[src/r5p_mini_consts.svh]
// global constants for the r5p_mini core
// include in any file that needs the data width, imem geometry or reset pc
// all values are plain macros, guarded against double inclusion

`default_nettype none

`ifndef R5P_MINI_CONSTS_SVH
`define R5P_MINI_CONSTS_SVH

`define R5P_XLEN      32                   // data and address width
`define R5P_IMEM_AW   6                    // imem word address bits
`define R5P_IMEM_DEPTH (1 << `R5P_IMEM_AW) // imem words
`define R5P_RESET_PC  32'h0000_0000        // first fetch address

`endif

`default_nettype wire
[src/r5p_pc_counter.sv]
// program counter and retired-instruction counter
// pc steps by 4 or loads a jump target once per executed instruction
// clear restarts both counters for a new run

`timescale 1ns/1ps
`include "r5p_mini_consts.svh"
`default_nettype none

module r5p_pc_counter (
  input  logic                 clk,
  input  logic                 rst,
  input  logic                 clear,    // new run
  input  logic                 step,     // end of execute
  input  logic                 jump,
  input  logic [`R5P_XLEN-1:0] target,
  input  logic                 retire,
  output logic [`R5P_XLEN-1:0] pc,
  output logic [`R5P_XLEN-1:0] link,     // pc + 4
  output logic [`R5P_XLEN-1:0] instret
);

  // sequential successor, also the jal return address
  assign link = pc + `R5P_XLEN'd4;

  ////////////////////////////////////////////////////////////
  // pc
  ////////////////////////////////////////////////////////////

  always_ff @(posedge clk) begin
    if (rst || clear) begin
      pc <= `R5P_RESET_PC;
    end else if (step) begin
      pc <= jump ? target : link;
    end
  end

  // retired count, halting instr not counted
  always_ff @(posedge clk) begin
    if (rst || clear) begin
      instret <= '0;
    end else if (retire) begin
      instret <= instret + `R5P_XLEN'd1;
    end
  end

endmodule

`default_nettype wire

[config.mk]
export PLATFORM = sky130hd
export DESIGN_NAME = r5p_pc_counter
export DESIGN_NICKNAME = d
export VERILOG_FILES = /design/src/r5p_pc_counter.sv
export VERILOG_INCLUDE_DIRS = /design/src
export SDC_FILE = /design/constraint.sdc
export NUM_CORES = 1
export LEC_CHECK = 0
export ABC_AREA = 1
export BUFFER_PORTS_ARGS = -buffer_cell sky130_fd_sc_hd__buf_2
export CORE_AREA = 8 8 103 105
export DETAILED_ROUTE_END_ITERATION = 10
export DIE_AREA = 0 0 111 113
export MAX_ROUTING_LAYER = met4
export PLACE_DENSITY = 0.74
export REMOVE_ABC_BUFFERS = 1
export SYNTH_ARGS = -nofsm -noshare
export SYNTH_HDL_FRONTEND = slang
export SYNTH_SLANG_ARGS = --single-unit
[constraint.sdc]
create_clock -name clk -period 3.9 [get_ports clk]
set_clock_uncertainty 0.2 [all_clocks]
set_input_delay 1.17 -clock clk [delete_from_list [all_inputs] [get_ports clk]]
set_output_delay 1.17 -clock clk [all_outputs]
set_load 0.005 [all_outputs]
; ---- Word-level counts from Yosys, hierarchy flattened
; Cells that the tools add are included.
[op_classes]
addsub = 2
n_mux = 1
reduce_logical = 1
[op_table]
columns = op, n
row1 = 32-bit by 1-bit adder with 32-bit output (second input constant), 1
row2 = 32-bit by 3-bit adder with 32-bit output (second input constant), 1
row3 = 32-bit 2-to-1 mux, 1
row4 = 1-bit logical OR, 1
[totals]
elab_cells = 6
out_inout_bits = 96
ff_bits = 64
in_bits = 38

; ---- Depth between registers and ports, before layout
[depth]
depth_word = 2
mapped_depth = 10

; ---- Least setup slack after synthesis
; OpenSTA, ideal clock, no wires.
[synth_timing]
path_kind = register to output
startpoint = reg pc[2]
endpoint = out link[22]
arrival_time_ps = 1307
path_stages_with_launch = 8
setup_slack_ps = 1223
path_buffers = 0
path_cell_list = dfxtp_1 ha_1 nand2_1 nor2_4 nand2_4 nor2_4 nand3_1 and2_1
[synth_between]
elab_chain_cells = 1
[synth_lines]
columns = item, line_no
row1 = from (decl), r5p_pc_counter.sv:17  ; output logic [`R5P_XLEN-1:0] pc,
row2 = from (signal assigned), r5p_pc_counter.sv:31  ; pc <= `R5P_RESET_PC;
row3 = from (signal assigned), r5p_pc_counter.sv:33  ; pc <= jump ? target : link;
row4 = 32-bit by 3-bit adder with 32-bit output, r5p_pc_counter.sv:23  ; assign link = pc + `R5P_XLEN'd4;
row5 = to (decl), r5p_pc_counter.sv:18  ; output logic [`R5P_XLEN-1:0] link,
; No other way between the ends.

; ---- Final worst setup path
[layout_timing]
startpoint = reg pc[2]
endpoint = out link[26]
; The elaborated chain is that of the path after synthesis.

==> metrics.md <==
| Metric | Value |
|---|---|
| DIE AREA | `12500 um2` |
| Worst Hold Class | `flop to flop` |
| CP Max Fanout | `5` |
| Cell class contributing the biggest share of worst-path delay | `simple AND/OR/NAND/NOR gates` |
| Initial DRC Count | `227` |
| Met1 wire length | `5160 um` |
| Max transition margin | `0.635` |
| # IOs | `134` |
| Chip Width | `111 um` |
| Syn Inst Count | `625` |
| Crit start category | `flop` |
| Chip height | `113 um` |
| FMAX | `~300 MHz` |
| HPWL after DPL | `roughly 9500 um` |
| Fin crit share | `0.847` |
| Critical Path End Type | `output port` |
| Buf/Inv on CP | `1` |
| Setup WS post-layout | `0.598 ns` |
| Post-CTS setup buffers | `0` |
| RSZ-0062 raised after global routing | `false` |
| Initial Utilization | `0.442` |
| Worst Path Required | `roughly 2.5 ns` |
| Total leakage power | `0.00220 uW` |
| Port bufs | `~130` |
| Final setup viols | `0` |
| CTS tree | `yes` |
| Crit path cell chain | `ha_1 -> nand2_1 -> nor2_4 -> nand2_4 -> nor2_4 -> nand3_1 -> and2_1 -> buf_2` |
| Ys Warns | `0` |
| Final Wtd Congestion | `0.907` |
| Final Hold Fails | `0` |
| Hold buffer count at cts | `0` |
| Least-Margin Pin Slew | `0.544 ns` |
| Asr flop ratio synth | `0` |
| Sink Count | `between 60 and 70` |
| Max VDD drop | `0.000167 V` |
| Status | `finished clean` |
| Fillers | `885` |
| Largest net degree at the start of global routing | `32` |
| Worst-path clk slew | `0.08 ns` |
| Vias per cell | `5.06` |
| Fin crit period | `3.30 ns` |
| Final cell count without fillers | `874` |
| Yosys reg bits | `between 60 and 70` |
| Area Growth Syn to Fin | `25.2%` |
| Total of max-cap violations | `0` |
| Mapped Area | `3970 um2` |
| Layout cell share with drive strength beyond 1 | `0.248` |
| GRT Util Overall | `0.199` |
| Place WS | `0.873 ns` |
| Maximum clock path buffer count | `2` |
| EDFF count, synth | `0` |
| DRT Pass-1 Iters | `5` |
| Crit path DAT | `1.93 ns` |
| Total gr overflow | `0` |
| CTS Buf Count | `9` |
| DRT Wirelength | `12300 um` |
| Avg Inst Size Synth | `6.35 um2` |
| CP most frequent cell | `nor2_4` |
| Antenna violations before repair | `1` |
| CORE AREA | `8980 um2` |
| Vias in the first global route | `4514` |
| Top_reg_cell synth | `dfxtp_1` |
| Clk_lat worst skew | `0.35 ns` |
| Met2 WL | `5780 um` |
| Critical-path top delay cell | `dfxtp_1` |
| Top layer used by detailed routing | `met4` |
| Sequential-to-total area share from yosys stat | `0.323` |
| Pwr dens | `297 nW/um2` |
| Post-CTS Resized | `0` |
| Distinct cells, synth | `30` |
| DR WL met3 | `1020 um` |
| Row count | `35` |
| Critical path class | `flop to output port` |
| Root Buffer Master | `clkbuf_8` |
| Final TNS setup | `0 ns` |
| CP peak stage delay | `0.39 ns` |
| Max Slew Vio Count | `0` |
| # placed instances | `roughly 860` |
| DRC Markers | `0` |
| Clock H-tree levels | `3` |
| Vias | `around 4400` |
| First-pass GRT wire length | `20500 um` |
| Nets@finish | `between 700 and 800` |
| Final ANT Viol Nets | `0` |
| Routed WL per cell | `between 10 and 15 um` |
[final cells by class]
cell class | count | area, um2 | area share
multi-input combinational | 469 | 2320 | 0.467
sequential | 64 | 1280 | 0.258
timing repair buffer | 138 | 703 | 0.142
inverter | 75 | 282 | 0.0567
clock buffer | 12 | 165 | 0.0332
tap | 111 | 139 | 0.0280
clock inverter | 4 | 75.1 | 0.0151
antenna | 1 | 2.50 | 0.000504
[power breakdown]
group	internal (uW)	leakage, uW	switching [uW]	total [uW]
Clock	412	0.000115	277	690
Sequential	662	0.000517	12.5	674
Combinational	46.2	0.00157	64.6	111
[state kept, by name (all words and copies together) (netlist names)]
| name | cells |
|---|---|
| instret | 32 |
| pc | 32 |
[placed cells by master, fill, tap and decap left out, drive strengths merged]
master / instances
a21oi: 39
a22o: 8
a31oi: 6
and2: 6
buf: 138
bufinv: 2
clkbuf: 12
clkinv: 2
clkinvlp: 2
dfxtp: 64
diode: 1
ha: 2
inv: 73
nand2: 195
nand3: 40
nand4: 8
nor2: 106
nor3: 8
nor3b: 1
o211ai: 1
o21a: 3
o21ai: 27
xnor2: 6
xor2: 13
[synthesized netlist by cell type (6+ instances only)]
library cell | count | area (um2)
nand2_1 | 186 | 698
nor2_1 | 89 | 334
inv_1 | 73 | 274
dfxtp_1 | 64 | 1280
nand3_1 | 40 | 200
a21oi_1 | 39 | 195
o21ai_0 | 26 | 130
nor2_4 | 10 | 113
a22o_1 | 8 | 70.1
nand4_1 | 8 | 50.1
clkbuf_1 | 7 | 26.3
nor2_2 | 7 | 43.8
nor3_1 | 7 | 35.0
xor2_2 | 7 | 114
a31oi_1 | 6 | 37.5
and2_1 | 6 | 37.5
buf_2 | 6 | 30.0
nand2_2 | 6 | 37.5
xnor2_1 | 6 | 52.6
xor2_1 | 6 | 52.6
[logic make-up (layout without fill, tap and decap cells)]
group,count (synthesis),in the layout,share of synthesized area
buffers and inverters,92,229,0.0930
xor gates and xnor gates,19,19,0.0552
other,0,1,0
and+or+nand+nor,364,364,0.405
adders and majority gates,2,2,0.00630
DFF,64,64,0.323
AOI/OAI and AO/OA,84,84,0.118
[tightest hold or removal path: stages (launching register included)]
cell	delay (ns)
dfxtp_1	0.32
inv_1	0.06
a21oi_1	0.06
[metrics by stage]
| stage | hold WS [ns] | utilization | total power, uW | instance area [um2] |
|---|---|---|---|---|
| 2_1_floorplan | 0.270 | - | 739 | 3880 |
| 5_1_grt | 0.314 | 0.553 | 1530 | 4970 |
| 3_3_place_gp | 0.266 | 0.526 | 798 | 4730 |
| 4_1_cts | 0.284 | 0.553 | 1480 | 4970 |
| 6_report | 0.287 | 0.553 | 1470 | 4970 |
| 3_5_place_dp | 0.272 | 0.526 | 800 | 4730 |
[worst paths after layout]
check | from | to | cells after the start | slack (ns)
worst max-delay path | pc[2] | link[26] | 8 | 0.60
worst min register to register | instret[8] | instret[8] | 2 | 0.29
worst max register to register | instret[0] | instret[18] | 8 | 1.93
worst min-delay path | instret[8] | instret[8] | 2 | 0.29
[routing by layer]
| layer | global-route usage | vias up |
|---|---|---|
| met5 | - | - |
| met4 | 0.0955 | 0 |
| met3 | 0.0513 | 29 |
| met2 | 0.333 | 183 |
| met1 | 0.216 | 1971 |
| li1 | - | 2237 |
No activity file was read; power rests on OpenSTA's default activity.
