--- src/r5p_mini_consts.svh ---
// global constants for the r5p_mini core
// include in any file that needs the data width, imem geometry or reset pc
// all values are plain macros, guarded against double inclusion

`default_nettype none

`ifndef R5P_MINI_CONSTS_SVH
`define R5P_MINI_CONSTS_SVH

`define R5P_XLEN      32                   // data and address width
`define R5P_IMEM_AW   6                    // imem word address bits
`define R5P_IMEM_DEPTH (1 << `R5P_IMEM_AW) // imem words
`define R5P_RESET_PC  32'h0000_0000        // first fetch address

`endif

`default_nettype wire
--- src/riscv_isa_pkg.sv ---
// RV32I subset types shared by the r5p_mini core
// holds opcode and ALU control encodings plus the FSM state type
// pull in with a wildcard import in the module header

`default_nettype none

package riscv_isa_pkg;

  //////////////////////////////////////////////////////////////
  // instruction encodings
  //////////////////////////////////////////////////////////////

  // major opcode, bits [6:0]
  typedef enum logic [6:0] {
    OP     = 7'b0110011,  // register-register
    OP_IMM = 7'b0010011,  // register-immediate
    LUI    = 7'b0110111,
    AUIPC  = 7'b0010111,
    JAL    = 7'b1101111,
    SYSTEM = 7'b1110011   // ebreak only
  } opcode_t;

  //////////////////////////////////////////////////////////////
  // ALU control
  //////////////////////////////////////////////////////////////

  // encoded as {funct7[5], funct3}
  typedef enum logic [3:0] {
    AO_ADD  = 4'b0000,
    AO_SUB  = 4'b1000,
    AO_SLL  = 4'b0001,
    AO_SLT  = 4'b0010,
    AO_SLTU = 4'b0011,
    AO_XOR  = 4'b0100,
    AO_SRL  = 4'b0101,
    AO_SRA  = 4'b1101,
    AO_OR   = 4'b0110,
    AO_AND  = 4'b0111
  } alu_op_t;

  // operand selection
  typedef enum logic [2:0] {
    AI_R1_R2 = 3'd0,  // R-type
    AI_R1_II = 3'd1,  // I-type, also lui via x0
    AI_PC_IU = 3'd2,  // auipc
    AI_PC_IJ = 3'd3,  // jal target
    AI_R1_RA = 3'd4   // R-type shift, amount in rs2
  } alu_in_t;

  typedef enum logic {
    R_S = 1'b0,  // signed extension
    R_U = 1'b1   // unsigned extension
  } result_sign_t;

  // writeback source
  typedef enum logic [1:0] {
    WB_NONE = 2'd0,
    WB_ALU  = 2'd1,
    WB_LINK = 2'd2
  } wb_sel_t;

  typedef enum logic [1:0] {
    ST_IDLE  = 2'd0,
    ST_FETCH = 2'd1,
    ST_EXEC  = 2'd2,
    ST_HALT  = 2'd3
  } fsm_state_t;

endpackage

`default_nettype wire

--- src/r5p_decoder.sv ---
// instruction decoder for the r5p_mini core
// purely combinational, driven by the registered instruction word
// unknown encodings and ebreak both raise halt, only the former illegal

`timescale 1ns/1ps
`include "r5p_mini_consts.svh"
`default_nettype none

module r5p_decoder
  import riscv_isa_pkg::*;
(
  input  logic [`R5P_XLEN-1:0] instr,
  output alu_op_t              alu_op,
  output alu_in_t              alu_in,
  output result_sign_t         alu_sgn,
  output wb_sel_t              wb_sel,
  output logic [4:0]           rs1_idx,
  output logic [4:0]           rs2_idx,
  output logic [4:0]           rd_idx,
  output logic [`R5P_XLEN-1:0] imm_i,
  output logic [`R5P_XLEN-1:0] imm_u,
  output logic [`R5P_XLEN-1:0] imm_j,
  output logic                 jump,
  output logic                 halt,
  output logic                 illegal
);

  localparam logic [31:0] EBREAK = 32'h0010_0073;

  opcode_t    opc;
  logic [2:0] f3;
  logic [6:0] f7;
  logic       bad;  // unsupported encoding

  assign opc = opcode_t'(instr[6:0]);
  assign f3  = instr[14:12];
  assign f7  = instr[31:25];

  assign rs2_idx = instr[24:20];
  assign rd_idx  = instr[11:7];

  // immediates, sign extended from bit 31
  assign imm_u = {instr[31:12], 12'h000};
  assign imm_j = {{12{instr[31]}}, instr[19:12], instr[20], instr[30:21], 1'b0};
  // lui rides the i-immediate path as x0 + imm_u
  assign imm_i = (opc == LUI) ? imm_u : {{20{instr[31]}}, instr[31:20]};

  // funct3 to ALU op, alt picks sub/sra
  function automatic alu_op_t f3_op(input logic [2:0] f, input logic alt);
    case (f)
      3'b000:  f3_op = alt ? AO_SUB : AO_ADD;
      3'b001:  f3_op = AO_SLL;
      3'b010:  f3_op = AO_SLT;
      3'b011:  f3_op = AO_SLTU;
      3'b100:  f3_op = AO_XOR;
      3'b101:  f3_op = alt ? AO_SRA : AO_SRL;
      3'b110:  f3_op = AO_OR;
      default: f3_op = AO_AND;
    endcase
  endfunction

  always_comb begin
    alu_op  = AO_ADD;
    alu_in  = AI_R1_R2;
    alu_sgn = (f3 == 3'b011) ? R_U : R_S;  // only sltu/sltiu compare unsigned
    wb_sel  = WB_NONE;
    rs1_idx = instr[19:15];
    jump    = 1'b0;
    halt    = 1'b0;
    bad     = 1'b0;
    case (opc)
      OP: begin
        alu_op = f3_op(f3, f7[5]);
        alu_in = (f3 == 3'b001 || f3 == 3'b101) ? AI_R1_RA : AI_R1_R2;
        wb_sel = WB_ALU;
        // funct7 is zero, or 0100000 for sub/sra
        bad = (f7 != 7'b0) && !(f7 == 7'b0100000 && (f3 == 3'b000 || f3 == 3'b101));
      end
      OP_IMM: begin
        alu_op = f3_op(f3, (f3 == 3'b101) && f7[5]);  // addi has no sub form
        alu_in = AI_R1_II;
        wb_sel = WB_ALU;
        bad = ((f3 == 3'b001) && (f7 != 7'b0)) ||
              ((f3 == 3'b101) && (f7 != 7'b0) && (f7 != 7'b0100000));
      end
      LUI: begin
        alu_in  = AI_R1_II;
        rs1_idx = 5'd0;  // add to x0
        wb_sel  = WB_ALU;
      end
      AUIPC: begin
        alu_in = AI_PC_IU;
        wb_sel = WB_ALU;
      end
      JAL: begin
        alu_in = AI_PC_IJ;  // sum is the target
        wb_sel = WB_LINK;
        jump   = 1'b1;
      end
      SYSTEM: begin
        halt = 1'b1;
        bad  = (instr != EBREAK);  // ecall, csr
      end
      default: bad = 1'b1;
    endcase
    if (bad) begin
      halt   = 1'b1;
      wb_sel = WB_NONE;
      jump   = 1'b0;
    end
    illegal = bad;
  end

endmodule

`default_nettype wire

--- config.mk ---
export PLATFORM = sky130hd
export DESIGN_NAME = r5p_decoder
export DESIGN_NICKNAME = d
export VERILOG_FILES = /design/src/riscv_isa_pkg.sv /design/src/r5p_decoder.sv
export VERILOG_INCLUDE_DIRS = /design/src
export SDC_FILE = /design/constraint.sdc
export NUM_CORES = 1
export LEC_CHECK = 0
export BUFFER_PORTS_ARGS = -buffer_cell sky130_fd_sc_hd__buf_4
export CORE_ASPECT_RATIO = 0.7
export CORE_MARGIN = 2
export CORE_UTILIZATION = 34
export DETAILED_ROUTE_END_ITERATION = 10
export PLACE_DENSITY_LB_ADDON = 0.15
export SYNTH_ARGS = -nofsm -noshare
export SYNTH_HDL_FRONTEND = slang
export SYNTH_SLANG_ARGS = --single-unit
export TNS_END_PERCENT = 50
--- constraint.sdc ---
create_clock -name vclk -period 1.25
set_clock_uncertainty 0.15 [all_clocks]
set_input_delay 0.0625 -clock vclk [all_inputs]
set_output_delay 0.0625 -clock vclk [all_outputs]
set_load 0.02 [all_outputs]
# Yosys cells after proc, flatten, opt, wreduce, memory -nomap -nowiden
# Index checks and enable logic that the tools add are counted.
# totals
ff_bits,0
in_bits,32
out_inout_bits,124
wordCells,49
# op_classes
n_eq_ne,15
muxes,19
n_reduce_logical,15
# op_table
op,count
4-bit case mux with 7 select lines,2
32-bit by 21-bit inequality test with 1-bit output (second input constant),1
31-bit two-way mux,1
7-bit by 6-bit == test with 1-bit output (second input constant),3
4-bit two-way mux,4
7-bit by 5-bit == test with 1-bit output (second input constant),2
7-bit == test (second input constant),2
3-bit case mux with 4 select lines,1
3-bit == test (second input constant),3
4-bit case mux with 2 select lines,1
7-bit by 6-bit inequality test with 1-bit output (second input constant),1
7-bit nonzero test,1
3-bit by 2-bit == test with 1-bit output (second input constant),2
1-bit logical AND,6
1-bit two-way mux,5
5-bit two-way mux,1
1-bit case mux with 4 select lines,1
2-bit case mux with 2 select lines,1
4-bit OR reduction,1
3-bit by 1-bit == test with 1-bit output (second input constant),1
3-bit logical NOT,1
1-bit logical OR,3
3-bit two-way mux,1
3-bit OR reduction,1
other kinds (3),3

# Logic depth before layout (Yosys ltp)
# depth
depth_word,7
depth_mapped,6
depth_no_buf,4

# Worst setup path before layout
# Ideal clock, no wire load.
# synth_timing
path_kind,input to output
startpoint,input port instr[3]
endpoint,output port alu_op[3]
arrival_time_ps,1215
t_required_ps,1038
setup_slack_ps,-177
path_stages,3
path_buffers,0
path_cell_list,nand4b_4 > nor3_2 > nor4bb_1
# synth_between
elab_chain_len,2
# synth_rtl
item,line_no,source
"start, declared",r5p_decoder.sv:12,"input logic [`R5P_XLEN-1:0] instr,"
7-bit by 5-bit == test with 1-bit output or 7-bit by 6-bit == test with 1-bit output (tied branches),r5p_decoder.sv:71,case (opc)
4-bit case mux with 2 select lines (*),r5p_decoder.sv:71,
"end, declared",r5p_decoder.sv:13,"output alu_op_t alu_op,"
# Mark *: on every way between the ends. The rest lies on a longest branch, timed or not.

# Worst setup path in the final report
# layout_timing
startpoint,input port instr[29]
endpoint,output port wb_sel[0]
# layout_between
elab_chain_len,6
# layout_rtl
item,line_no,source
7-bit by 6-bit == test with 1-bit output or 7-bit nonzero test (tied branches),"r5p_decoder.sv:77, r5p_decoder.sv:83, r5p_decoder.sv:84",
1-bit logical AND (on tied branches),"r5p_decoder.sv:77, r5p_decoder.sv:84",
1-bit logical NOT or 1-bit logical AND (tied branches),"r5p_decoder.sv:77, r5p_decoder.sv:84",
1-bit logical AND or 1-bit logical OR (tied branches),"r5p_decoder.sv:77, r5p_decoder.sv:83",
1-bit case mux with 4 select lines (*),r5p_decoder.sv:71,
2-bit two-way mux (*),r5p_decoder.sv:106,if (bad) begin
"end, declared",r5p_decoder.sv:16,"output wb_sel_t wb_sel,"
# Marks and branches as above.

==> flow_summary.toml <==
[yosys]
netlist_area_um2 = 1230
synth.area.top_cells = "buf_4, a21o_1, nor2b_1"
yosysUniqueCellTypes = 35
ys_seq_area_share_pct = 0
synth_top_area_cell = "buf_4"
yosysWarnings = 0
avgSynthCellArea_um2 = 7.21
netlist_instances = 171
synth_top_area_share_pct = 48.7

[timing]
fmax_mhz = 681
hold_ws_ps = 185
rsz0062_at_grt = "yes"
slew_violations = 0
fin_crit_ps = 1470
finalHoldViolCount = 0
setup-violations-final = 43
period_share_pct = 118
setup_ws_ps = -219

[layout]
seq_cells = 0
register_area_um2 = 0
stdcell_count = 343
drive_gt1_share_pct = 72.0
num-nets-final = 327
utilization_pct = 72.7
final_common_cell = "buf_4"
area_growth_pct = 106
antenna_cells = 0
clkbuf_count = 0
final_cell_mix = "buf_4, buf_6, a21o_1"

[floorplan]
die_x_um = 76.0
ioPinCount = 156
core_um2 = 3490
dieHeight_um = 54.4
fp.dieArea_um2 = 4130
rows = 18
start_util_pct = 35.3

[drt]
final_antenna_net_count = 0
drtPass1Iterations = 4
via_per_inst = 4.45
drcViolationCount = 0
vias = 1526
wl_per_cell_um = 14.6
finalWirelength_um = 5000
drt-initial-drc-count = 41

[grt]
grt_max_degree = 15
grt_pass1_wl_um = 7000
grt_pass1_vias = 1407
antenna_found_initial = 0
grt_use_total_pct = 21.1
overflow = 0

[status]
failed_checks = "setup timing"
status = "finished, violations left"

[flow_run]
drv_cap = 0

[clock_network]
hold_buffers = 0

[setup_path]
start_kind = "input port"
cpMostUsedCell = "buf_6"
required_ps = 1040
crit_fanout = 3
critPathKind = "input port to primary output"
cp-end-kind = "primary output"
cp_slowest_cell = "o211ai_1"
slowest_delay_ps = 290
crit_chain = "buf_6 -> nor4_4 -> buf_4 -> nand2_2 -> o211ai_1 -> and3_1 -> buf_6"
crit_arrival_ps = 1260

[place]
place_inst = 330
gp_congestion = 0.900
place_hpwl_um = 3340
port_buffers = 143

[power]
vdd_drop_max_v = 0.000294
powerDensity_nw_per_um2 = 377
leakage_uw = 0.00140

[worst_hold_path]
hp-class = "input port to primary output"
==> cell usage after synthesis, drive strengths merged (2+ instances only) <==
cell / n
buf: 83
a21o: 19
nor2b: 15
nor2: 7
nand2: 6
a21oi: 4
nor4: 4
and2: 3
nor3b: 3
nor4b: 3
and2b: 2
nand2b: 2
nand3: 2
nand4b: 2
nor3: 2
==> worst max-delay path: cells and delay by family <==
kind,cells,cell delay (ps)
buffers and inverters,3,370
AO/OA/AOI/OAI,1,290
AND/OR/NAND/NOR,3,530
==> metal layers <==
| layer | vias to the layer above | GRT usage (%) | wire (um) |
|---|---|---|---|
| met1 | 704 | 25.4 | 2090 |
| met3 | 0 | 3.47 | 434 |
| li1 | 742 | - | - |
| met2 | 80 | 42.3 | 2480 |
| met4 | 0 | 2.12 | 0 |
| met5 | - | 0 | 0 |
==> final cells by class <==
cell class	instances	area (um^2)
multi-input combinational	102	781
fill	270	955
inverter	1	3.75
tap	50	62.6
timing repair buffer	190	1690
==> what timing repair did <==
item | in CTS | in global routing
pin swaps | 9 | 13
endpoints found under the setup margin | 44 | 46
gates cloned | 7 | 2
resized for setup | 52 | 14
buffers inserted | 5 | 1
hold endpoints to repair | 0 | 0
==> power breakdown <==
group | internal [uW] | switching (uW)
logic | 456 | 500
registers | 0 | 0
clock network | 0 | 0
==> cells by family after synthesis <==
kind of cell | Yosys count | synth area share (%)
buf+inv | 84 | 51.2
compound gates | 27 | 15.6
simple gates | 57 | 31.4
xor+xnor | 2 | 1.42
other cells | 1 | 0.304
==> metrics by stage <==
stage / total power [uW] / setup TNS, ps / area [um^2] / worst slack, ps
finish: 956 / -4020 / 2540 / -219
global route: 1000 / -6420 / 2540 / -266
CTS: 939 / -3890 / 2450 / -185
detailed placement: 866 / -8970 / 2070 / -302
global placement: 863 / -9090 / 2070 / -314
floorplan: 565 / -57.6 / 1280 / -28.8
==> worst paths after layout <==
check / start / to / slack [ps] / cells past startpoint
setup / recovery: instr[29] / wb_sel[0] / -220 / 7
hold / removal: instr[9] / rd_idx[2] / 190 / 2
(Power assumes the default switching activity.)
