`src/r5p_mini_consts.svh`:
```
// global constants for the r5p_mini core
// include in any file that needs the data width, imem geometry or reset pc
// all values are plain macros, guarded against double inclusion

`default_nettype none

`ifndef R5P_MINI_CONSTS_SVH
`define R5P_MINI_CONSTS_SVH

`define R5P_XLEN      32                   // data and address width
`define R5P_IMEM_AW   6                    // imem word address bits
`define R5P_IMEM_DEPTH (1 << `R5P_IMEM_AW) // imem words
`define R5P_RESET_PC  32'h0000_0000        // first fetch address

`endif

`default_nettype wire
```
`src/riscv_isa_pkg.sv`:
```
// RV32I subset types shared by the r5p_mini core
// holds opcode and ALU control encodings plus the FSM state type
// pull in with a wildcard import in the module header

`default_nettype none

package riscv_isa_pkg;

  //////////////////////////////////////////////////////////////
  // instruction encodings
  //////////////////////////////////////////////////////////////

  // major opcode, bits [6:0]
  typedef enum logic [6:0] {
    OP     = 7'b0110011,  // register-register
    OP_IMM = 7'b0010011,  // register-immediate
    LUI    = 7'b0110111,
    AUIPC  = 7'b0010111,
    JAL    = 7'b1101111,
    SYSTEM = 7'b1110011   // ebreak only
  } opcode_t;

  //////////////////////////////////////////////////////////////
  // ALU control
  //////////////////////////////////////////////////////////////

  // encoded as {funct7[5], funct3}
  typedef enum logic [3:0] {
    AO_ADD  = 4'b0000,
    AO_SUB  = 4'b1000,
    AO_SLL  = 4'b0001,
    AO_SLT  = 4'b0010,
    AO_SLTU = 4'b0011,
    AO_XOR  = 4'b0100,
    AO_SRL  = 4'b0101,
    AO_SRA  = 4'b1101,
    AO_OR   = 4'b0110,
    AO_AND  = 4'b0111
  } alu_op_t;

  // operand selection
  typedef enum logic [2:0] {
    AI_R1_R2 = 3'd0,  // R-type
    AI_R1_II = 3'd1,  // I-type, also lui via x0
    AI_PC_IU = 3'd2,  // auipc
    AI_PC_IJ = 3'd3,  // jal target
    AI_R1_RA = 3'd4   // R-type shift, amount in rs2
  } alu_in_t;

  typedef enum logic {
    R_S = 1'b0,  // signed extension
    R_U = 1'b1   // unsigned extension
  } result_sign_t;

  // writeback source
  typedef enum logic [1:0] {
    WB_NONE = 2'd0,
    WB_ALU  = 2'd1,
    WB_LINK = 2'd2
  } wb_sel_t;

  typedef enum logic [1:0] {
    ST_IDLE  = 2'd0,
    ST_FETCH = 2'd1,
    ST_EXEC  = 2'd2,
    ST_HALT  = 2'd3
  } fsm_state_t;

endpackage

`default_nettype wire

```
`src/r5p_alu.sv`:
```
// arithmetic, logic and barrel-shift unit of the r5p_mini core
// one shared adder serves add, sub, slt, sltu and address generation
// CFG_LOM adds a separate operand mux for the logic ops

`timescale 1ns/1ps
`include "r5p_mini_consts.svh"
`default_nettype none

module r5p_alu
  import riscv_isa_pkg::*;
#(
  parameter bit CFG_LOM = 1'b0  // dedicated logic operand mux
)(
  // system signals
  input  logic                 clk,
  input  logic                 rst,
  // controls from decode
  input  alu_op_t              alu_op,
  input  alu_in_t              alu_in,
  input  result_sign_t         alu_sgn,
  // data
  input  logic [`R5P_XLEN-1:0] pc,
  input  logic [`R5P_XLEN-1:0] rs1,
  input  logic [`R5P_XLEN-1:0] rs2,
  input  logic [`R5P_XLEN-1:0] imm_i,
  input  logic [`R5P_XLEN-1:0] imm_u,
  input  logic [`R5P_XLEN-1:0] imm_j,
  output logic [`R5P_XLEN-1:0] rd,
  output logic [`R5P_XLEN:0]   sum    // adder output incl. extension bit
);

  localparam int unsigned XLEN = `R5P_XLEN;
  localparam int unsigned XLOG = $clog2(XLEN);

  logic [XLEN:0]   add_op1;  // one bit wider than XLEN
  logic [XLEN:0]   add_op2;
  logic            add_inv;  // subtract
  logic [XLEN-1:0] log_op1;
  logic [XLEN-1:0] log_op2;
  logic [XLOG-1:0] shf_sam;  // shift amount
  logic [XLEN-1:0] shf_sra;
  logic [XLEN-1:0] shf_srl;
  logic [XLEN-1:0] shf_sll;

  // widen by one bit, signed or unsigned
  function automatic logic [XLEN:0] ext(input logic [XLEN-1:0] v, input result_sign_t s);
    return (s == R_S) ? {v[XLEN-1], v} : {1'b0, v};
  endfunction

  ////////////////////////////////////////////////////////////
  // adder
  ////////////////////////////////////////////////////////////

  always_comb begin
    case (alu_in)
      AI_R1_R2,
      AI_R1_RA: begin
        add_op1 = ext(rs1, alu_sgn);
        add_op2 = ext(rs2, alu_sgn);
      end
      AI_R1_II: begin
        add_op1 = ext(rs1, alu_sgn);
        add_op2 = ext(imm_i, alu_sgn);
      end
      AI_PC_IU: begin
        add_op1 = ext(pc, R_S);
        add_op2 = ext(imm_u, R_S);
      end
      AI_PC_IJ: begin
        add_op1 = ext(pc, R_S);
        add_op2 = ext(imm_j, R_S);
      end
      default: begin
        add_op1 = '0;
        add_op2 = '0;
      end
    endcase
  end

  // compares are subtractions too
  assign add_inv = (alu_op == AO_SUB) || (alu_op == AO_SLT) || (alu_op == AO_SLTU);

  // two's complement: invert and carry in
  assign sum = add_op1 + (add_inv ? ~add_op2 : add_op2) + {{XLEN{1'b0}}, add_inv};

  ////////////////////////////////////////////////////////////
  // logic operands
  ////////////////////////////////////////////////////////////

  if (CFG_LOM) begin : gen_lom
    assign log_op1 = rs1;
    assign log_op2 = (alu_in == AI_R1_II) ? imm_i : rs2;
  end else begin : gen_lom_shared
    // low bits of the adder operands
    assign log_op1 = add_op1[XLEN-1:0];
    assign log_op2 = add_op2[XLEN-1:0];
  end

  // barrel shifter
  assign shf_sam = (alu_in == AI_R1_II) ? imm_i[XLOG-1:0] : rs2[XLOG-1:0];
  assign shf_sra = $signed(rs1) >>> shf_sam;  // sign fill
  assign shf_srl = rs1 >> shf_sam;
  assign shf_sll = rs1 << shf_sam;

  ////////////////////////////////////////////////////////////
  // result mux
  ////////////////////////////////////////////////////////////

  always_comb begin
    case (alu_op)
      AO_ADD,
      AO_SUB:  rd = sum[XLEN-1:0];
      AO_SLT,
      AO_SLTU: rd = {{(XLEN-1){1'b0}}, sum[XLEN]};  // borrow/sign of difference
      AO_AND:  rd = log_op1 & log_op2;
      AO_OR:   rd = log_op1 | log_op2;
      AO_XOR:  rd = log_op1 ^ log_op2;
      AO_SRA:  rd = shf_sra;
      AO_SRL:  rd = shf_srl;
      AO_SLL:  rd = shf_sll;
      default: rd = '0;
    endcase
  end

endmodule

`default_nettype wire

```
`config.mk`:
```
export PLATFORM = sky130hd
export DESIGN_NAME = r5p_alu
export DESIGN_NICKNAME = d
export VERILOG_FILES = /design/src/riscv_isa_pkg.sv /design/src/r5p_alu.sv
export VERILOG_INCLUDE_DIRS = /design/src
export SDC_FILE = /design/constraint.sdc
export NUM_CORES = 1
export LEC_CHECK = 0
export BUFFER_PORTS_ARGS = -buffer_cell sky130_fd_sc_hd__buf_2
export CORE_AREA = 5 5 153 125
export DETAILED_ROUTE_END_ITERATION = 10
export DIE_AREA = 0 0 158 130
export PLACE_DENSITY_LB_ADDON = 0.05
export SLEW_MARGIN = 0
export SYNTH_ARGS = -nofsm -noshare
export SYNTH_HDL_FRONTEND = slang
export SYNTH_SLANG_ARGS = --single-unit
```
`constraint.sdc`:
```
create_clock -name vclk -period 5.6
set_input_delay 0.56 -clock vclk [all_inputs]
set_output_delay 0.56 -clock vclk [all_outputs]
set_load 0.005 [all_outputs]
```
After elaboration in Yosys (flattened, before gate mapping)
Index checks and enable logic that the tools add are counted.
{"block": "op_classes", "n_div": 0, "magnitude_cmp": 0, "mul": 0, "muxes": 8, "bitwise_logic": 4, "shifts": 3, "n_addsub": 2, "reduce_logical": 9, "eq_ne": 13}
{"cell": "$pmux W32 S8", "count": 1}
{"cell": "$mux W33", "count": 4}
{"cell": "$pmux W33 S4", "count": 1}
{"cell": "$pmux W33 S2", "count": 1}
{"cell": "$add A33 B1 Y33", "count": 1}
{"cell": "$add A33 B33 Y33", "count": 1}
{"cell": "$not A33 Y33", "count": 1}
{"cell": "$and A32 B32 Y32", "count": 1}
{"cell": "$or A32 B32 Y32", "count": 1}
{"cell": "$shl A32 B5 Y32", "count": 1}
{"cell": "$shr A32 B5 Y32", "count": 1}
{"cell": "$sshr A32 B5 Y32", "count": 1}
{"cell": "$xor A32 B32 Y32", "count": 1}
{"cell": "$eq A4 B3 Y1 const B", "count": 4}
{"cell": "$eq A4 B2 Y1 const B", "count": 2}
{"cell": "$eq A4 B4 Y1 const B", "count": 2}
{"cell": "$reduce_or A2 Y1", "count": 4}
{"cell": "$eq A3 B2 Y1 const B", "count": 2}
{"cell": "$mux W5", "count": 1}
{"cell": "$eq A4 B1 Y1 const B", "count": 1}
{"cell": "$logic_not A4 Y1", "count": 1}
{"cell": "$eq A3 B1 Y1 const B", "count": 1}
{"cell": "$eq A3 B3 Y1 const B", "count": 1}
{"cell": "$logic_not A3 Y1", "count": 1}
{"cell": "2 further kinds", "count": 3}
{"block": "totals", "latchBits": 0, "out_inout_bits": 65, "ram_bits": 0, "mem_bits_ro": 0, "n_memories": 0, "word_cells": 39, "register_bits": 0}

Depth between registers and ports, before layout
{"block": "depth", "word_depth": 8, "depth_mapped": 17}

Worst setup path before layout
OpenSTA, ideal clock, no wires.
{"block": "synth_path", "kind": "input to output", "startpoint": "input alu_in[0]", "endpoint": "output rd[20]", "arrival_time_ns": 4.470, "path_slack_ns": 0.570, "cell_stages": 16, "n_path_buf": 4, "cell_sequence": "clkbuf_1 -> clkbuf_1 -> buf_1 -> mux2i_1 -> o22a_1 -> xor2_1 -> ha_1 -> clkbuf_1 -> and4_1 -> a221o_1 -> or2_1 -> a311o_1 -> a21o_1 -> a21oi_1 -> xnor2_1 -> a221o_1"}
{"block": "synth_via", "elab_chain_len": 8}
{"element": "from (decl)", "line": "r5p_alu.sv:19", "source": "input alu_in_t alu_in,"}
{"element": "$eq A3 B3 Y1 / $logic_not A3 Y1 (equally long branches)", "line": "r5p_alu.sv:55", "source": "case (alu_in)"}
{"element": "$reduce_or A2 Y1", "line": "r5p_alu.sv:55"}
{"element": "$pmux W33 S4", "line": "r5p_alu.sv:55"}
{"element": "$not A33 Y33", "line": "r5p_alu.sv:84", "source": "assign sum = add_op1 + (add_inv ? ~add_op2 : add_op2) + {{XLEN{1'b0}}, add_inv};"}
{"element": "$mux W33", "line": "r5p_alu.sv:84"}
{"element": "$add A33 B33 Y33 *", "line": "r5p_alu.sv:84"}
{"element": "$add A33 B1 Y33 *", "line": "r5p_alu.sv:84"}
{"element": "net sum[20]", "line": "r5p_alu.sv:29", "source": "output logic [`R5P_XLEN:0] sum"}
{"element": "$pmux W32 S8 *", "line": "r5p_alu.sv:110", "source": "case (alu_op)"}
{"element": "to (decl)", "line": "r5p_alu.sv:28", "source": "output logic [`R5P_XLEN-1:0] rd,"}
The timed path passes the listed nets; every way through them passes the cells marked *.

Final worst setup path
{"block": "layout_path", "startpoint": "input alu_op[3]", "endpoint": "output rd[20]"}
{"block": "layout_via", "elab_chain_len": 7}
{"element": "from (decl)", "line": "r5p_alu.sv:18", "source": "input alu_op_t alu_op,"}
{"element": "$eq A4 B4 Y1 / $eq A4 B2 Y1 (equally long branches)", "line": "r5p_alu.sv:81, r5p_alu.sv:110"}
{"element": "$logic_or A1 B1 Y1 (2 in a row)", "line": "r5p_alu.sv:81", "source": "assign add_inv = (alu_op == AO_SUB) || (alu_op == AO_SLT) || (alu_op == AO_SLTU);"}
{"element": "$mux W33", "line": "r5p_alu.sv:84"}
{"element": "$add A33 B33 Y33", "line": "r5p_alu.sv:84"}
{"element": "$add A33 B1 Y33", "line": "r5p_alu.sv:84"}
{"element": "$pmux W32 S8 *", "line": "r5p_alu.sv:110"}
Mark *: on every way between the ends. The rest lies on a longest branch, timed or not.

==> results.yml <==
setup_path:
  crit_chain: "buf_2, nor2_1, a21oi_4, mux2i_1, fa_1, a211oi_1, o21ai_0, o211a_1, or2_1, a311o_1, a21o_1, a21oi_1, xnor2_1, a221o_1, buf_2"
  crit_buf_inv: 2
  critPathArrivalTime_ns: 4.82
  worst-path-max-fanout: 12
  start_kind: "primary input"
  endpoint_kind: "output pin"
  worst_path_max_delay_cell: "a21oi_4"
  critPathTopFamily: "compound AO/OA/AOI/OAI gates"
  crit_type: "in -> out"
  worst_path_most_repeated_cell: "buf_2"
  cp.required_ns: 5.04
  critPathMaxStageDelay_ns: 0.57
grt:
  met3_usage_pct: 7.89
  grtUsageMet1_pct: 59.9
  busiest_layer: "met2"
  grt_pass1_wl_mm: 67.1
  antenna_found_initial: 3
  met2_usage_pct: 64.1
  grt_max_degree: 68
  grtUsageTotal_pct: 41.8
  grt_pass1_vias: 11200
  grt.overflow.total: 0
finish:
  seqCellArea_sq_um: 0
  clkbuf_count: 0
  drive_gt1_share_pct: 22.2
  area_growth_pct: 16.2
  seq_cells: 0
  final_nets: 1874
sta:
  rsz0062_at_grt: "no"
  fin_tns_setup_ns: 0
  tightest_slew_ns: 1.19
  holdWs_ns: 1.63
  finalCritPeriodShare_pct: 96.1
  slew_violations: 0
  finalSetupViolations: 0
  finalHoldViolCount: 0
  relSlewSlack_pct: 20.5
  min_period_ns: 5.38
  max_freq_mhz: 186
die:
  die_h_microns: 130
  fp.dieW_microns: 158
  rows: 43
  io_pins: 267
  core-area_sq_um: 17300
  fp.dieArea_sq_um: 20500
  start_util_pct: 54.4
place:
  hpwl_mm: 36.9
  place_congestion: 1.07
  port_buffers: 265
routing:
  drt_wl_total_mm: 45.5
  via_per_inst: 6.91
  drc: 0
  dr.pass1.iters: 6
  antenna_left: 0
  wire_per_inst_microns: 25.3
  dr.first_iter.drc_count: 1889
  vias: 12400
pwr:
  vdd_drop_max_mv: 0.104
  leakagePower_nw: 5.58
  powerDensity_nw_per_um2: 136
yosys:
  netlist_area_sq_um: 9400
  ys_seq_area_share_pct: 0
  synth_top_area_share_pct: 16.1
  yosysWarningCount: 0
  yosysUniqueCellTypes: 75
  syn_nets: 1675
  synth.avg_cell_area_sq_um: 6.83
  synth_largest_area_cell: "mux2i_1"
  yosys-top-cells-area: "mux2i_1 (16%), ha_1 (13%), a21oi_1 (6.5%), nand2_1 (5.9%), o21ai_0 (4.1%)"
  synthCells: 1377
run_status:
  outcome: "complete, no violations"
hold_path:
  min_path_type: "in -> out"
cts:
  post_cts_resized: 0
  hold_buffers: 0
  post-cts-setup-buffer-count: 0
job:
  drv_cap: 0
==> cell families (layout without fill, tap and decap cells) <==
| group | count (synthesis) | after routing | synth area share [%] |
|---|---|---|---|
| compound gates | 464 | 464 | 33.7 |
| xor+xnor | 63 | 63 | 5.87 |
| fa+ha+maj | 96 | 96 | 12.9 |
| buf+inv | 189 | 386 | 8.49 |
| mux | 178 | 178 | 20.2 |
| other cells | 0 | 1 | 0 |
| simple gates | 387 | 387 | 18.8 |
==> placed cells by master (no fill, tap or decap), types with 9 or more instances in the layout <==
master,instances
a31oi_1,14
ha_1,95
nor3_1,21
a21o_1,24
a22oi_1,14
buf_2,265
a221o_1,11
a21oi_1,120
nor2_1,93
mux2i_1,148
nand3_1,39
a221oi_1,30
nand4_1,12
o21ai_0,77
mux2_2,18
o211ai_1,13
o22a_1,29
xor2_1,43
a211oi_1,11
nand2_1,147
a22o_1,34
nor2b_1,33
and3_1,9
inv_1,80
xnor2_1,20
buf_4,38
==> synthesized netlist by cell type (7+ instances only) <==
cell type,count
nor2_1,93
nand4_1,12
o22ai_1,7
nand3_1,39
ha_1,95
inv_1,80
o211ai_1,13
nor2b_1,35
o21ai_0,77
and3_1,9
a211oi_1,11
a21o_1,24
mux2i_1,151
a31oi_1,14
buf_1,11
mux2_2,18
nand2_1,147
buf_6,7
o21a_1,8
o22a_1,29
xor2_1,43
a221o_1,11
buf_2,17
clkbuf_1,70
a21oi_1,122
o2111ai_1,8
xnor2_1,20
a22oi_1,14
nor3_1,23
a22o_1,34
a221oi_1,30
==> per-stage QoR <==
step | worst slack, ns | util (%) | cell area, sq um | total power, mW | std cells
after floorplan | 0.570 | - | 9400 | 0.894 | 1377
after global placement | 0.508 | 63.2 | 10900 | 1.40 | 1799
after detailed placement | 0.409 | 63.2 | 10900 | 1.43 | 1799
after CTS | 0.403 | 63.2 | 10900 | 1.44 | 1799
after global routing | 0.114 | 63.2 | 10900 | 1.58 | 1799
final | 0.220 | 63.3 | 10900 | 1.49 | 1800
==> area by class of cell <==
| type | instances | area [sq um] |
|---|---|---|
| inverter | 80 | 300 |
| antenna | 1 | 2.50 |
| fill | 1657 | 6350 |
| multi-input combinational | 1188 | 8670 |
| tap | 225 | 282 |
| timing repair buffer | 306 | 1670 |
==> worst paths after layout <==
path / start / to / slack [ns] / cells past startpoint
min: alu_op[1] / rd[0] / 1.63 / 3
max: alu_op[3] / rd[20] / 0.22 / 15
==> report_power, final <==
part / leakage [nW] / internal (mW) / total (mW) / switching, mW
registers: 0 / 0 / 0 / 0
clock network: 0.00000430 / 0.0000000133 / 0.0000000133 / 0
logic: 5.58 / 0.570 / 1.49 / 0.920
total: 5.58 / 0.570 / 1.49 / 0.920
==> per-layer routing <==
metal / up-vias / part of all wire (%)
met2: 1055 / 41
met1: 5734 / 41
met4: 4 / 3.9
met3: 143 / 14
met5: - / 0.059
li1: 5506 / -
(Power assumes the default switching activity.)
