[src/r5p_mini_consts.svh]
// global constants for the r5p_mini core
// include in any file that needs the data width, imem geometry or reset pc
// all values are plain macros, guarded against double inclusion

`default_nettype none

`ifndef R5P_MINI_CONSTS_SVH
`define R5P_MINI_CONSTS_SVH

`define R5P_XLEN      32                   // data and address width
`define R5P_IMEM_AW   6                    // imem word address bits
`define R5P_IMEM_DEPTH (1 << `R5P_IMEM_AW) // imem words
`define R5P_RESET_PC  32'h0000_0000        // first fetch address

`endif

`default_nettype wire
[src/riscv_isa_pkg.sv]
// RV32I subset types shared by the r5p_mini core
// holds opcode and ALU control encodings plus the FSM state type
// pull in with a wildcard import in the module header

`default_nettype none

package riscv_isa_pkg;

  //////////////////////////////////////////////////////////////
  // instruction encodings
  //////////////////////////////////////////////////////////////

  // major opcode, bits [6:0]
  typedef enum logic [6:0] {
    OP     = 7'b0110011,  // register-register
    OP_IMM = 7'b0010011,  // register-immediate
    LUI    = 7'b0110111,
    AUIPC  = 7'b0010111,
    JAL    = 7'b1101111,
    SYSTEM = 7'b1110011   // ebreak only
  } opcode_t;

  //////////////////////////////////////////////////////////////
  // ALU control
  //////////////////////////////////////////////////////////////

  // encoded as {funct7[5], funct3}
  typedef enum logic [3:0] {
    AO_ADD  = 4'b0000,
    AO_SUB  = 4'b1000,
    AO_SLL  = 4'b0001,
    AO_SLT  = 4'b0010,
    AO_SLTU = 4'b0011,
    AO_XOR  = 4'b0100,
    AO_SRL  = 4'b0101,
    AO_SRA  = 4'b1101,
    AO_OR   = 4'b0110,
    AO_AND  = 4'b0111
  } alu_op_t;

  // operand selection
  typedef enum logic [2:0] {
    AI_R1_R2 = 3'd0,  // R-type
    AI_R1_II = 3'd1,  // I-type, also lui via x0
    AI_PC_IU = 3'd2,  // auipc
    AI_PC_IJ = 3'd3,  // jal target
    AI_R1_RA = 3'd4   // R-type shift, amount in rs2
  } alu_in_t;

  typedef enum logic {
    R_S = 1'b0,  // signed extension
    R_U = 1'b1   // unsigned extension
  } result_sign_t;

  // writeback source
  typedef enum logic [1:0] {
    WB_NONE = 2'd0,
    WB_ALU  = 2'd1,
    WB_LINK = 2'd2
  } wb_sel_t;

  typedef enum logic [1:0] {
    ST_IDLE  = 2'd0,
    ST_FETCH = 2'd1,
    ST_EXEC  = 2'd2,
    ST_HALT  = 2'd3
  } fsm_state_t;

endpackage

`default_nettype wire

[src/r5p_ctrl_fsm.sv]
// control FSM of the r5p_mini core
// idle -> fetch -> exec -> fetch ... until a halting instruction
// done is the halt state, illegal is latched with the halt

`timescale 1ns/1ps
`default_nettype none

module r5p_ctrl_fsm
  import riscv_isa_pkg::*;
(
  input  logic clk,
  input  logic rst,
  input  logic start,       // one-cycle pulse
  input  logic halt,        // from decode, valid in exec
  input  logic illegal_in,
  output logic fetch_en,
  output logic exec_en,
  output logic clear,       // restart pc/instret
  output logic done,
  output logic illegal
);

  fsm_state_t state;
  fsm_state_t state_nxt;

  // start only honoured while stopped
  assign clear = start && ((state == ST_IDLE) || (state == ST_HALT));

  always_comb begin
    state_nxt = state;
    case (state)
      ST_IDLE:  if (start) state_nxt = ST_FETCH;
      ST_FETCH: state_nxt = ST_EXEC;
      ST_EXEC:  state_nxt = halt ? ST_HALT : ST_FETCH;
      ST_HALT:  if (start) state_nxt = ST_FETCH;
      default:  state_nxt = ST_IDLE;
    endcase
  end

  always_ff @(posedge clk) begin
    if (rst) begin
      state <= ST_IDLE;
    end else begin
      state <= state_nxt;
    end
  end

  // cause of the halt
  always_ff @(posedge clk) begin
    if (rst || clear) begin
      illegal <= 1'b0;
    end else if (exec_en && halt) begin
      illegal <= illegal_in;  // rises with done
    end
  end

  assign fetch_en = (state == ST_FETCH);
  assign exec_en  = (state == ST_EXEC);
  assign done     = (state == ST_HALT);

endmodule

`default_nettype wire

[config.mk]
export PLATFORM = sky130hd
export DESIGN_NAME = r5p_ctrl_fsm
export DESIGN_NICKNAME = d
export VERILOG_FILES = /design/src/r5p_mini_consts.svh /design/src/riscv_isa_pkg.sv /design/src/r5p_ctrl_fsm.sv
export SDC_FILE = /design/constraint.sdc
export NUM_CORES = 1
export LEC_CHECK = 0
export BUFFER_PORTS_ARGS = -buffer_cell sky130_fd_sc_hd__buf_2
export CAP_MARGIN = 10
export CORE_AREA = 4 4 41 43
export DETAILED_ROUTE_END_ITERATION = 10
export DIE_AREA = 0 0 45 47
export SLEW_MARGIN = 20
export SYNTH_ARGS = -nofsm -noshare
export SYNTH_HDL_FRONTEND = slang
export SYNTH_SLANG_ARGS = --single-unit
[constraint.sdc]
create_clock -name clk -period 1.72 [get_ports clk]
set_input_delay 0 -clock clk [delete_from_list [all_inputs] [get_ports clk]]
set_output_delay 0 -clock clk [all_outputs]
set_load 0.005 [all_outputs]
=== Word level (Yosys, flattened, before mapping) ===
Cells that the tools add are included.

* Word-level logic and storage cells: 15
* Bits in registers: 3
* Input bits: 5
* Output and inout bits: 5

* Equality and inequality tests: 4
* Mux-type cells: 3
* Reduce and logical (&&, ||, !) cells: 6

{| class="wikitable"
|+ Operator list
! kind !! number
|-
| 2-bit one-hot mux with 3 select lines || 1
|-
| 2-bit equality test (second input constant) || 2
|-
| 2-bit 2-to-1 mux || 2
|-
| 2-bit by 1-bit equality test with 1-bit output (second input constant) || 1
|-
| 1-bit logical AND || 2
|-
| 2-bit logical NOT || 1
|-
| 1-bit logical OR || 2
|-
| 2-bit by 1-bit != test with 1-bit output (second input constant) || 1
|-
| 2-bit OR reduction || 1
|}

=== Longest topological paths before layout ===
Gate-level depths: netlist of run 1.

* Word-level depth: 4
* Mapped depth: 5
* Gate-level depth less buffers: 5

=== Least setup slack after synthesis of run 1 ===
OpenSTA, ideal clock, no wires.

* Path type: register to register
* From: register state[0]
* To: register state[1]
* Arrival time: 1.141 ns
* Stages on the path, launching flop included: 6
* Path slack: 0.505 ns
* Buffers on the path: 0
* Library setup time: 0.074 ns
* Path through: dfxtp_1 inv_1 ha_1 nand2b_4 or2_1 a31oi_1

* Longest elaborated chain between the ends: 3
* Elaborated cells on any way between the ends: 7
* Classes of those cells: eq/ne: 4; mux: 1; reduce/logical: 2

{| class="wikitable"
|+ Ends and longest elaborated chain
! element !! RTL line !! RTL
|-
| from (decl) || r5p_ctrl_fsm.sv:23 || <nowiki>fsm_state_t state;</nowiki>
|-
| from (signal assigned) || r5p_ctrl_fsm.sv:44 || <nowiki>state <= state_nxt;</nowiki>
|-
| 2-bit equality test or 2-bit logical NOT (tied branches) || r5p_ctrl_fsm.sv:31 || <nowiki>case (state)</nowiki>
|-
| 2-bit OR reduction (no source line) || - ||
|-
| 2-bit one-hot mux with 3 select lines or 2-bit by 1-bit != test with 1-bit output (tied branches) || - ||
|}

Parallel ways exist; a longest one is shown, timed or not.
A chain may end at the register's enable or synchronous reset.

=== Worst setup path after layout of run 1 ===
* From: register state[0]
* To: output clear

* Longest elaborated chain between the ends: 3
* Elaborated cells on any way between the ends: 4
* Classes of those cells: eq/ne: 1; reduce/logical: 3

{| class="wikitable"
|+ Ends and longest elaborated chain
! element !! RTL line !! RTL
|-
| 2-bit equality test or 2-bit logical NOT (tied branches) || r5p_ctrl_fsm.sv:27 || <nowiki>assign clear = start && ((state == ST_IDLE) || (state == ST_HALT));</nowiki>
|-
| 1-bit logical OR * || r5p_ctrl_fsm.sv:27 ||
|-
| 1-bit logical AND * || r5p_ctrl_fsm.sv:27 ||
|-
| to (decl) || r5p_ctrl_fsm.sv:18 || <nowiki>output logic clear,</nowiki>
|}

Mark *: on every way between the ends. The rest lies on a longest branch, timed or not.

==> metrics, run 1 <==
status=finished, final reports clean; clock-pin slew on the worst setup and hold paths=0.04 ns; Max VDD drop=0.000312 V; PwrDens=1490 nW/um^2; Layout Nets=45; core area=1300 sq um; number of distinct library cells after synthesis=14; Fill cells=157; die width=45 um; sequential fraction of the synthesis area=0.302; diode count=0; Critical Path Source Type=flop; Yosys top cell area share=0.302; IO buf count=9; slowest cell on the critical path=dfxtp_1; Mapped Cells=21; crit end category=output port; Clock Path Buffers=2; Setup Fix Bufs, Post-CTS=0; ys async rst share=0; total track usage=0.0466; setup TNS=0 ns; post-layout util=0.230; CP max FO=5; hold path cells=3; Die Height=47 um; number of antenna violations at the first check in global routing=0; Starting Density=0.153; Final Setup Violations=0; Yosys top cell by area=dfxtp_1; total grt overflow=0; Starting DRT DRC Count=0; Post-synth EDFFs=0; reg2reg end=state[1]; I/O pin count=10; Layout area overhead=50.3%; Final Cycle Share=0.795; CTS tree=yes; number of global-route vias before repair=192; Tot Pwr=0.000446 W; global-route wire length before repair=669 um; Worst EP required=1.72 ns; CTS root buf=clkbuf_4; DR WL/cell=8.86 um; Final min period=1.37 ns; Final Max Tran Viols=0; H-tree levels=1; max_slew headroom=0.882; RSZ-0062 raised after global routing=false; CTS Sinks=3; slowest stage delay, CP=0.40 ns; skew final=0.00116 ns; Hold Path Class=in -> reg; Synth Warn #=0; Hold Crit Start=start; Syn Std Cell Area=199 sq um; # placed instances=45; most common cell in the netlist=ha_1; final hold violations=0; drt first pass iters=1; detailed-route via count=184; Mapped Nets=30; WHS Endpoint=state[1]; Reg area=60.1 sq um; layout cell share with drive strength beyond 1=0.429; Final HPWL DP=372 um; Worst EP arrival=1.37 ns; RePlAce Congestion=0.723; # DRC=0; ys flop type=dfxtp_1; multi-input logic area=128 sq um; P_leak=0.162 nW; Avg Cell Area, Syn=9.47 sq um; synthesis-stage register bit count=3; worst r2r src=state[0]; Worst R2R Setup Slack=0.42 ns; Commonest cells post-synth=ha_1 (4), dfxtp_1 (3), inv_1 (3); crit path cell chain=inv_1 > ha_1 > and2_2 > buf_2; number of cell rows=13; Max Cap Viol=0; largest net degree at the start of global routing=6; Worst Slack Setup Final=0.353 ns; CP Class=reg -> out; Via-to-Cell Ratio=3.68; Worst Tran Pin Value=0.176 ns; TritonCTS buffer count=3; WL final=443 um; Final ANT Viol Nets=0; worst skew pair latency=0.23 ns; Synth area leaders=dfxtp_1 (30%), ha_1 (25%), nand2b_4 (6.9%); fmax=0.731 GHz; dpl ws=0.404 ns; Non-Filler Instances=50; die area=2120 sq um; FF-to-FF path depth=5
area by class of cell:
class / count / share of cell area
flip-flops and latches: 3 / 0.201
repair buffers: 10 / 0.184
multi-input cells: 15 / 0.427
clock buffers: 4 / 0.0879
inverters: 3 / 0.0377
well taps: 15 / 0.0628
report_power, final:
group / switching (W) / internal (W)
Clock: 0.0000363 / 0.0000869
Sequential: 0.0000238 / 0.0000927
Combinational: 0.000101 / 0.000105
Total: 0.000161 / 0.000285
worst max-delay path, delay by kind of cell, from the launching register on:
family,cells,cell delay (ns)
buf+inv,2,0.19
flops,1,0.40
simple gates,1,0.20
fa+ha+maj,1,0.35
worst max path at each step:
stage / start / to / slack, ns / cells after the start
finish: state[0] / clear / 0.35 / 4
global route: state[0] / clear / 0.28 / 4
CTS: state[0] / clear / 0.33 / 4
floorplan: state[0] / state[1] / 0.51 / 5
detailed placement: state[0] / state[1] / 0.40 / 5
global placement: state[0] / state[1] / 0.43 / 5
cell families after synthesis:
group | Yosys count | synth area share
and+or+nand+nor | 7 | 0.226
AOI/OAI and AO/OA | 3 | 0.113
DFF | 3 | 0.302
muxes | 1 | 0.0503
buffers and inverters | 3 | 0.0566
adders and majority gates | 4 | 0.252
stage by stage:
step / cell area (sq um) / hold WS (ns)
floorplan: 199 / 0.0694
global route: 299 / 0.0600
CTS: 299 / 0.0512
global placement: 263 / 0.204
detailed placement: 263 / 0.201
finish: 299 / 0.0569
placed cells by master (no fill, tap or decap):
cell,netlist,final
buf_2,0,9
nor2_1,1,1
a31oi_1,1,1
mux2i_1,1,1
and2_2,1,1
or2_1,1,1
nor3_1,1,1
dlygate4sd3_1,0,1
nand3_1,1,1
inv_1,3,3
dfxtp_1,3,3
nand2_1,1,1
clkbuf_4,0,3
ha_1,4,4
a21o_2,1,1
a211oi_1,1,1
clkbuf_1,0,1
nand2b_4,1,1
layer usage:
| metal | share of wire | wire, um | GRT usage | up-vias |
|---|---|---|---|---|
| li1 | - | - | - | 97 |
| met1 | 0.40 | 175 | 0.0454 | 82 |
| met2 | 0.53 | 233 | 0.0706 | 5 |
| met3 | 0.077 | 34 | 0.00766 | 0 |
| met4 | 0 | 0 | 0.0702 | 0 |
| met5 | 0 | 0 | 0 | - |
state kept, by name, indices dropped and copies added (netlist names):
name     flops
state        2
illegal      1
timing repair:
item	in CTS	in global routing
gates resized for setup	0	0
hold endpoints to repair	3	0
hold buffers	1	0
Note: power is estimated with default switching activity, not from simulation.
==> run 2, diff against run 1 <==
--- a/config.mk
+++ b/config.mk
@@ -5,6 +5,7 @@
 export SDC_FILE = /design/constraint.sdc
 export NUM_CORES = 1
 export LEC_CHECK = 0
+export ABC_AREA = 1
 export BUFFER_PORTS_ARGS = -buffer_cell sky130_fd_sc_hd__buf_2
 export CAP_MARGIN = 10
 export CORE_AREA = 4 4 41 43
==> constraint.sdc (replaced) <==
create_clock -name clk -period 1.4 [get_ports clk]
set_input_delay 0 -clock clk [delete_from_list [all_inputs] [get_ports clk]]
set_output_delay 0 -clock clk [all_outputs]
set_load 0.005 [all_outputs]
==> run 2 against run 1 <==
Effect of this change: first-iteration DRC count is the same; utilization grew 0.096 points; die area is the same; sequential power grew 16%; sequential cell count is the same; setup slack lost 0.24 ns; via count grew 11%; non-clock buffer count shrank 1; sequential share of layout area shrank 0.084 points; clock-buffer cell count is the same; largest cell class unchanged; largest power group unchanged.
==> metrics, run 2 <==
Yosys top cell area share=0.286 (was 0.302); Max Cap Viol=0 (unchanged); combinational share of power=0.479 (was 0.462); Die Height=47 um (unchanged); Tot Pwr=0.000550 W (was 0.000446 W); CTS Hold Bufs=0 (was 1); core area=1300 sq um (unchanged); Final ANT Viol Nets=0 (unchanged); Setup Fix Bufs, Post-CTS=0 (unchanged); # placed instances=56 (was 45); Max VDD drop=0.000589 V (was 0.000312 V); Non-Filler Instances=60 (was 50); CP max FO=5 (unchanged); RePlAce Congestion=0.683 (was 0.723); Commonest cells post-synth=nand2_1 (9), inv_1 (6), nor2_1 (5), ha_1 (4), dfxtp_1 (3) (was ha_1 (4), dfxtp_1 (3), inv_1 (3)); RSZ-0062 raised after global routing=false (unchanged); ys flop type=dfxtp_1 (unchanged); Critical Path Source Type=flop (unchanged); die area=2120 sq um (unchanged); Final min period=1.28 ns; sequential fraction of the synthesis area=0.286 (was 0.302); Avg Cell Area, Syn=6.57 sq um (was 9.47 sq um); worst r2r src=state[0] (unchanged); PwrDens=1830 nW/um^2 (was 1490 nW/um^2); diode count=0 (unchanged); Synth area leaders=dfxtp_1 (29%), ha_1 (24%), nand2_1 (16%) (was dfxtp_1 (30%), ha_1 (25%), nand2b_4 (6.9%)); DR WL/cell=6.85 um (was 8.86 um); drt first pass iters=1 (unchanged); IO buf count=9 (unchanged); Post-synth EDFFs=0 (unchanged); total track usage=0.0505 (was 0.0466); H-tree levels=1 (unchanged); final hold violations=0 (unchanged); dpl ws=0.211 ns (was 0.404 ns); Layout Nets=55 (was 45); layout cell share with drive strength beyond 1=0.311 (was 0.429); CTS Sinks=3 (unchanged); Top Registers=state (2), illegal (1) (unchanged); Flop pwr share=0.247 (was 0.261); Hold Crit Start=rst (was start); ys async rst share=0 (unchanged); number of global-route vias before repair=200 (was 192); # DRC=0 (unchanged); Final Max Tran Viols=0 (unchanged); critical path startpoint=state[0] (unchanged); Final HPWL DP=328 um (was 372 um); Sw Pwr=0.000216 W (was 0.000161 W); total grt overflow=0 (unchanged); Worst Slack Setup Final=0.116 ns (was 0.353 ns); P_leak=0.182 nW (was 0.162 nW); most common cell in the netlist=nand2_1 (was ha_1); crit end category=output port (unchanged); Yosys top cell by area=dfxtp_1 (unchanged); TritonCTS buffer count=3 (unchanged); status=finished, final reports clean (unchanged); worst skew pair latency=0.23 ns (about the same); CTS root buf=clkbuf_4 (unchanged); CTS tree=yes (unchanged); Synth Warn #=0 (unchanged); synthesis-stage register bit count=3 (unchanged); switch share=0.393 (was 0.361); skew final=0.00274 ns (was 0.00116 ns); PostCTS Resize Cnt=0 (unchanged); CP Class=reg -> out (unchanged); commonest cells after routing, fill and taps aside=nand2_1 (9), buf_2 (9), inv_1 (6) (was buf_2 (9), ha_1 (4), inv_1 (3), clkbuf_4 (3), dfxtp_1 (3)); Worst EP required=1.40 ns (was 1.72 ns); Clock Path Buffers=2 (unchanged); WL final=411 um (was 443 um); setup TNS=0 ns (unchanged); post-layout util=0.231 (was 0.230); Layout area overhead=42.9% (was 50.3%); detailed-route via count=204 (was 184); Via-to-Cell Ratio=3.40 (was 3.68); Clk network pwr share=0.273 (was 0.276); max reg flops=2 (unchanged); max_slew headroom=0.899 (was 0.882); number of antenna violations at the first check in global routing=0 (unchanged); die width=45 um (unchanged); Final Cycle Share=0.917; Worst EP arrival=1.28 ns (was 1.37 ns); Syn Std Cell Area=210 sq um (was 199 sq um); number of distinct library cells after synthesis=9 (was 14); clock-pin slew on the worst setup and hold paths=0.04 ns (about the same); number of cell rows=13 (unchanged); largest net degree at the start of global routing=6 (unchanged); Mapped Nets=41 (was 30); Worst Tran Pin Value=0.152 ns (was 0.176 ns); I/O pin count=10 (unchanged); Mapped Cells=32 (was 21); Hold Path Class=in -> reg (unchanged); Starting Density=0.162 (was 0.153); Largest Register=state (unchanged); Pint=0.000333 W (was 0.000285 W); Final Setup Violations=0 (unchanged); Starting DRT DRC Count=0 (unchanged); global-route wire length before repair=752 um (was 669 um); fmax=0.779 GHz
-- run 2: metrics by stage --
step | area (sq um) | hold slack (ns)
final | 300 | 0.0315
after CTS | 300 | 0.0286
after detailed placement | 274 | 0.263
after global placement | 274 | 0.260
after global routing | 300 | 0.0414
after floorplan | 210 | 0.102
-- run 2: power groups by stage --
stage,logic [W],clock network [W],registers [W]
6_report,0.000264,0.000150,0.000136
5_1_grt,0.000317,0.000168,0.000142
4_1_cts,0.000271,0.000160,0.000137
3_5_place_dp,0.000269,0,0.000137
3_3_place_gp,0.000268,0,0.000136
2_1_floorplan,0.000201,0,0.000132
-- run 2: final cells by class --
| type | count | area [sq um] |
|---|---|---|
| fillers | 154 | 1000 |
| multi-input cells | 22 | 124 |
| flip-flops and latches | 3 | 60.1 |
| repair buffers | 9 | 45.0 |
| clock buffers | 4 | 26.3 |
| inverters | 7 | 26.3 |
| well taps | 15 | 18.8 |
-- run 2: cell families (layout without fill, tap and decap cells) --
family | count (synthesis) | in the layout | share of synthesized area
AOI/OAI and AO/OA | 1 | 1 | 0.0238
buffers and inverters | 7 | 20 | 0.125
adders and majority gates | 4 | 4 | 0.238
DFF | 3 | 3 | 0.286
and+or+nand+nor | 17 | 17 | 0.327
-- run 2: final timing paths --
kind	endpoint	slack [ns]	cells after the start
worst max register to register	state[0]	0.21	7
worst min register to register	illegal	0.47	2
worst max-delay path	clear	0.12	5
worst min-delay path	illegal	0.03	4
-- run 2: critical path, cell delays in order (launching register included) --
cell and delay [ns]:
dfxtp_1 0.38, inv_1 0.08, ha_1 0.36, nand2_1 0.10
inv_1 0.04, buf_2 0.11
-- run 2: layer usage --
| metal | GRT usage | part of all wire | up-vias |
|---|---|---|---|
| met5 | 0 | 0 | - |
| met3 | 0.0383 | 0.14 | 0 |
| met1 | 0.0590 | 0.45 | 76 |
| li1 | - | - | 119 |
| met2 | 0.0706 | 0.40 | 9 |
| met4 | 0.0175 | 0 | 0 |
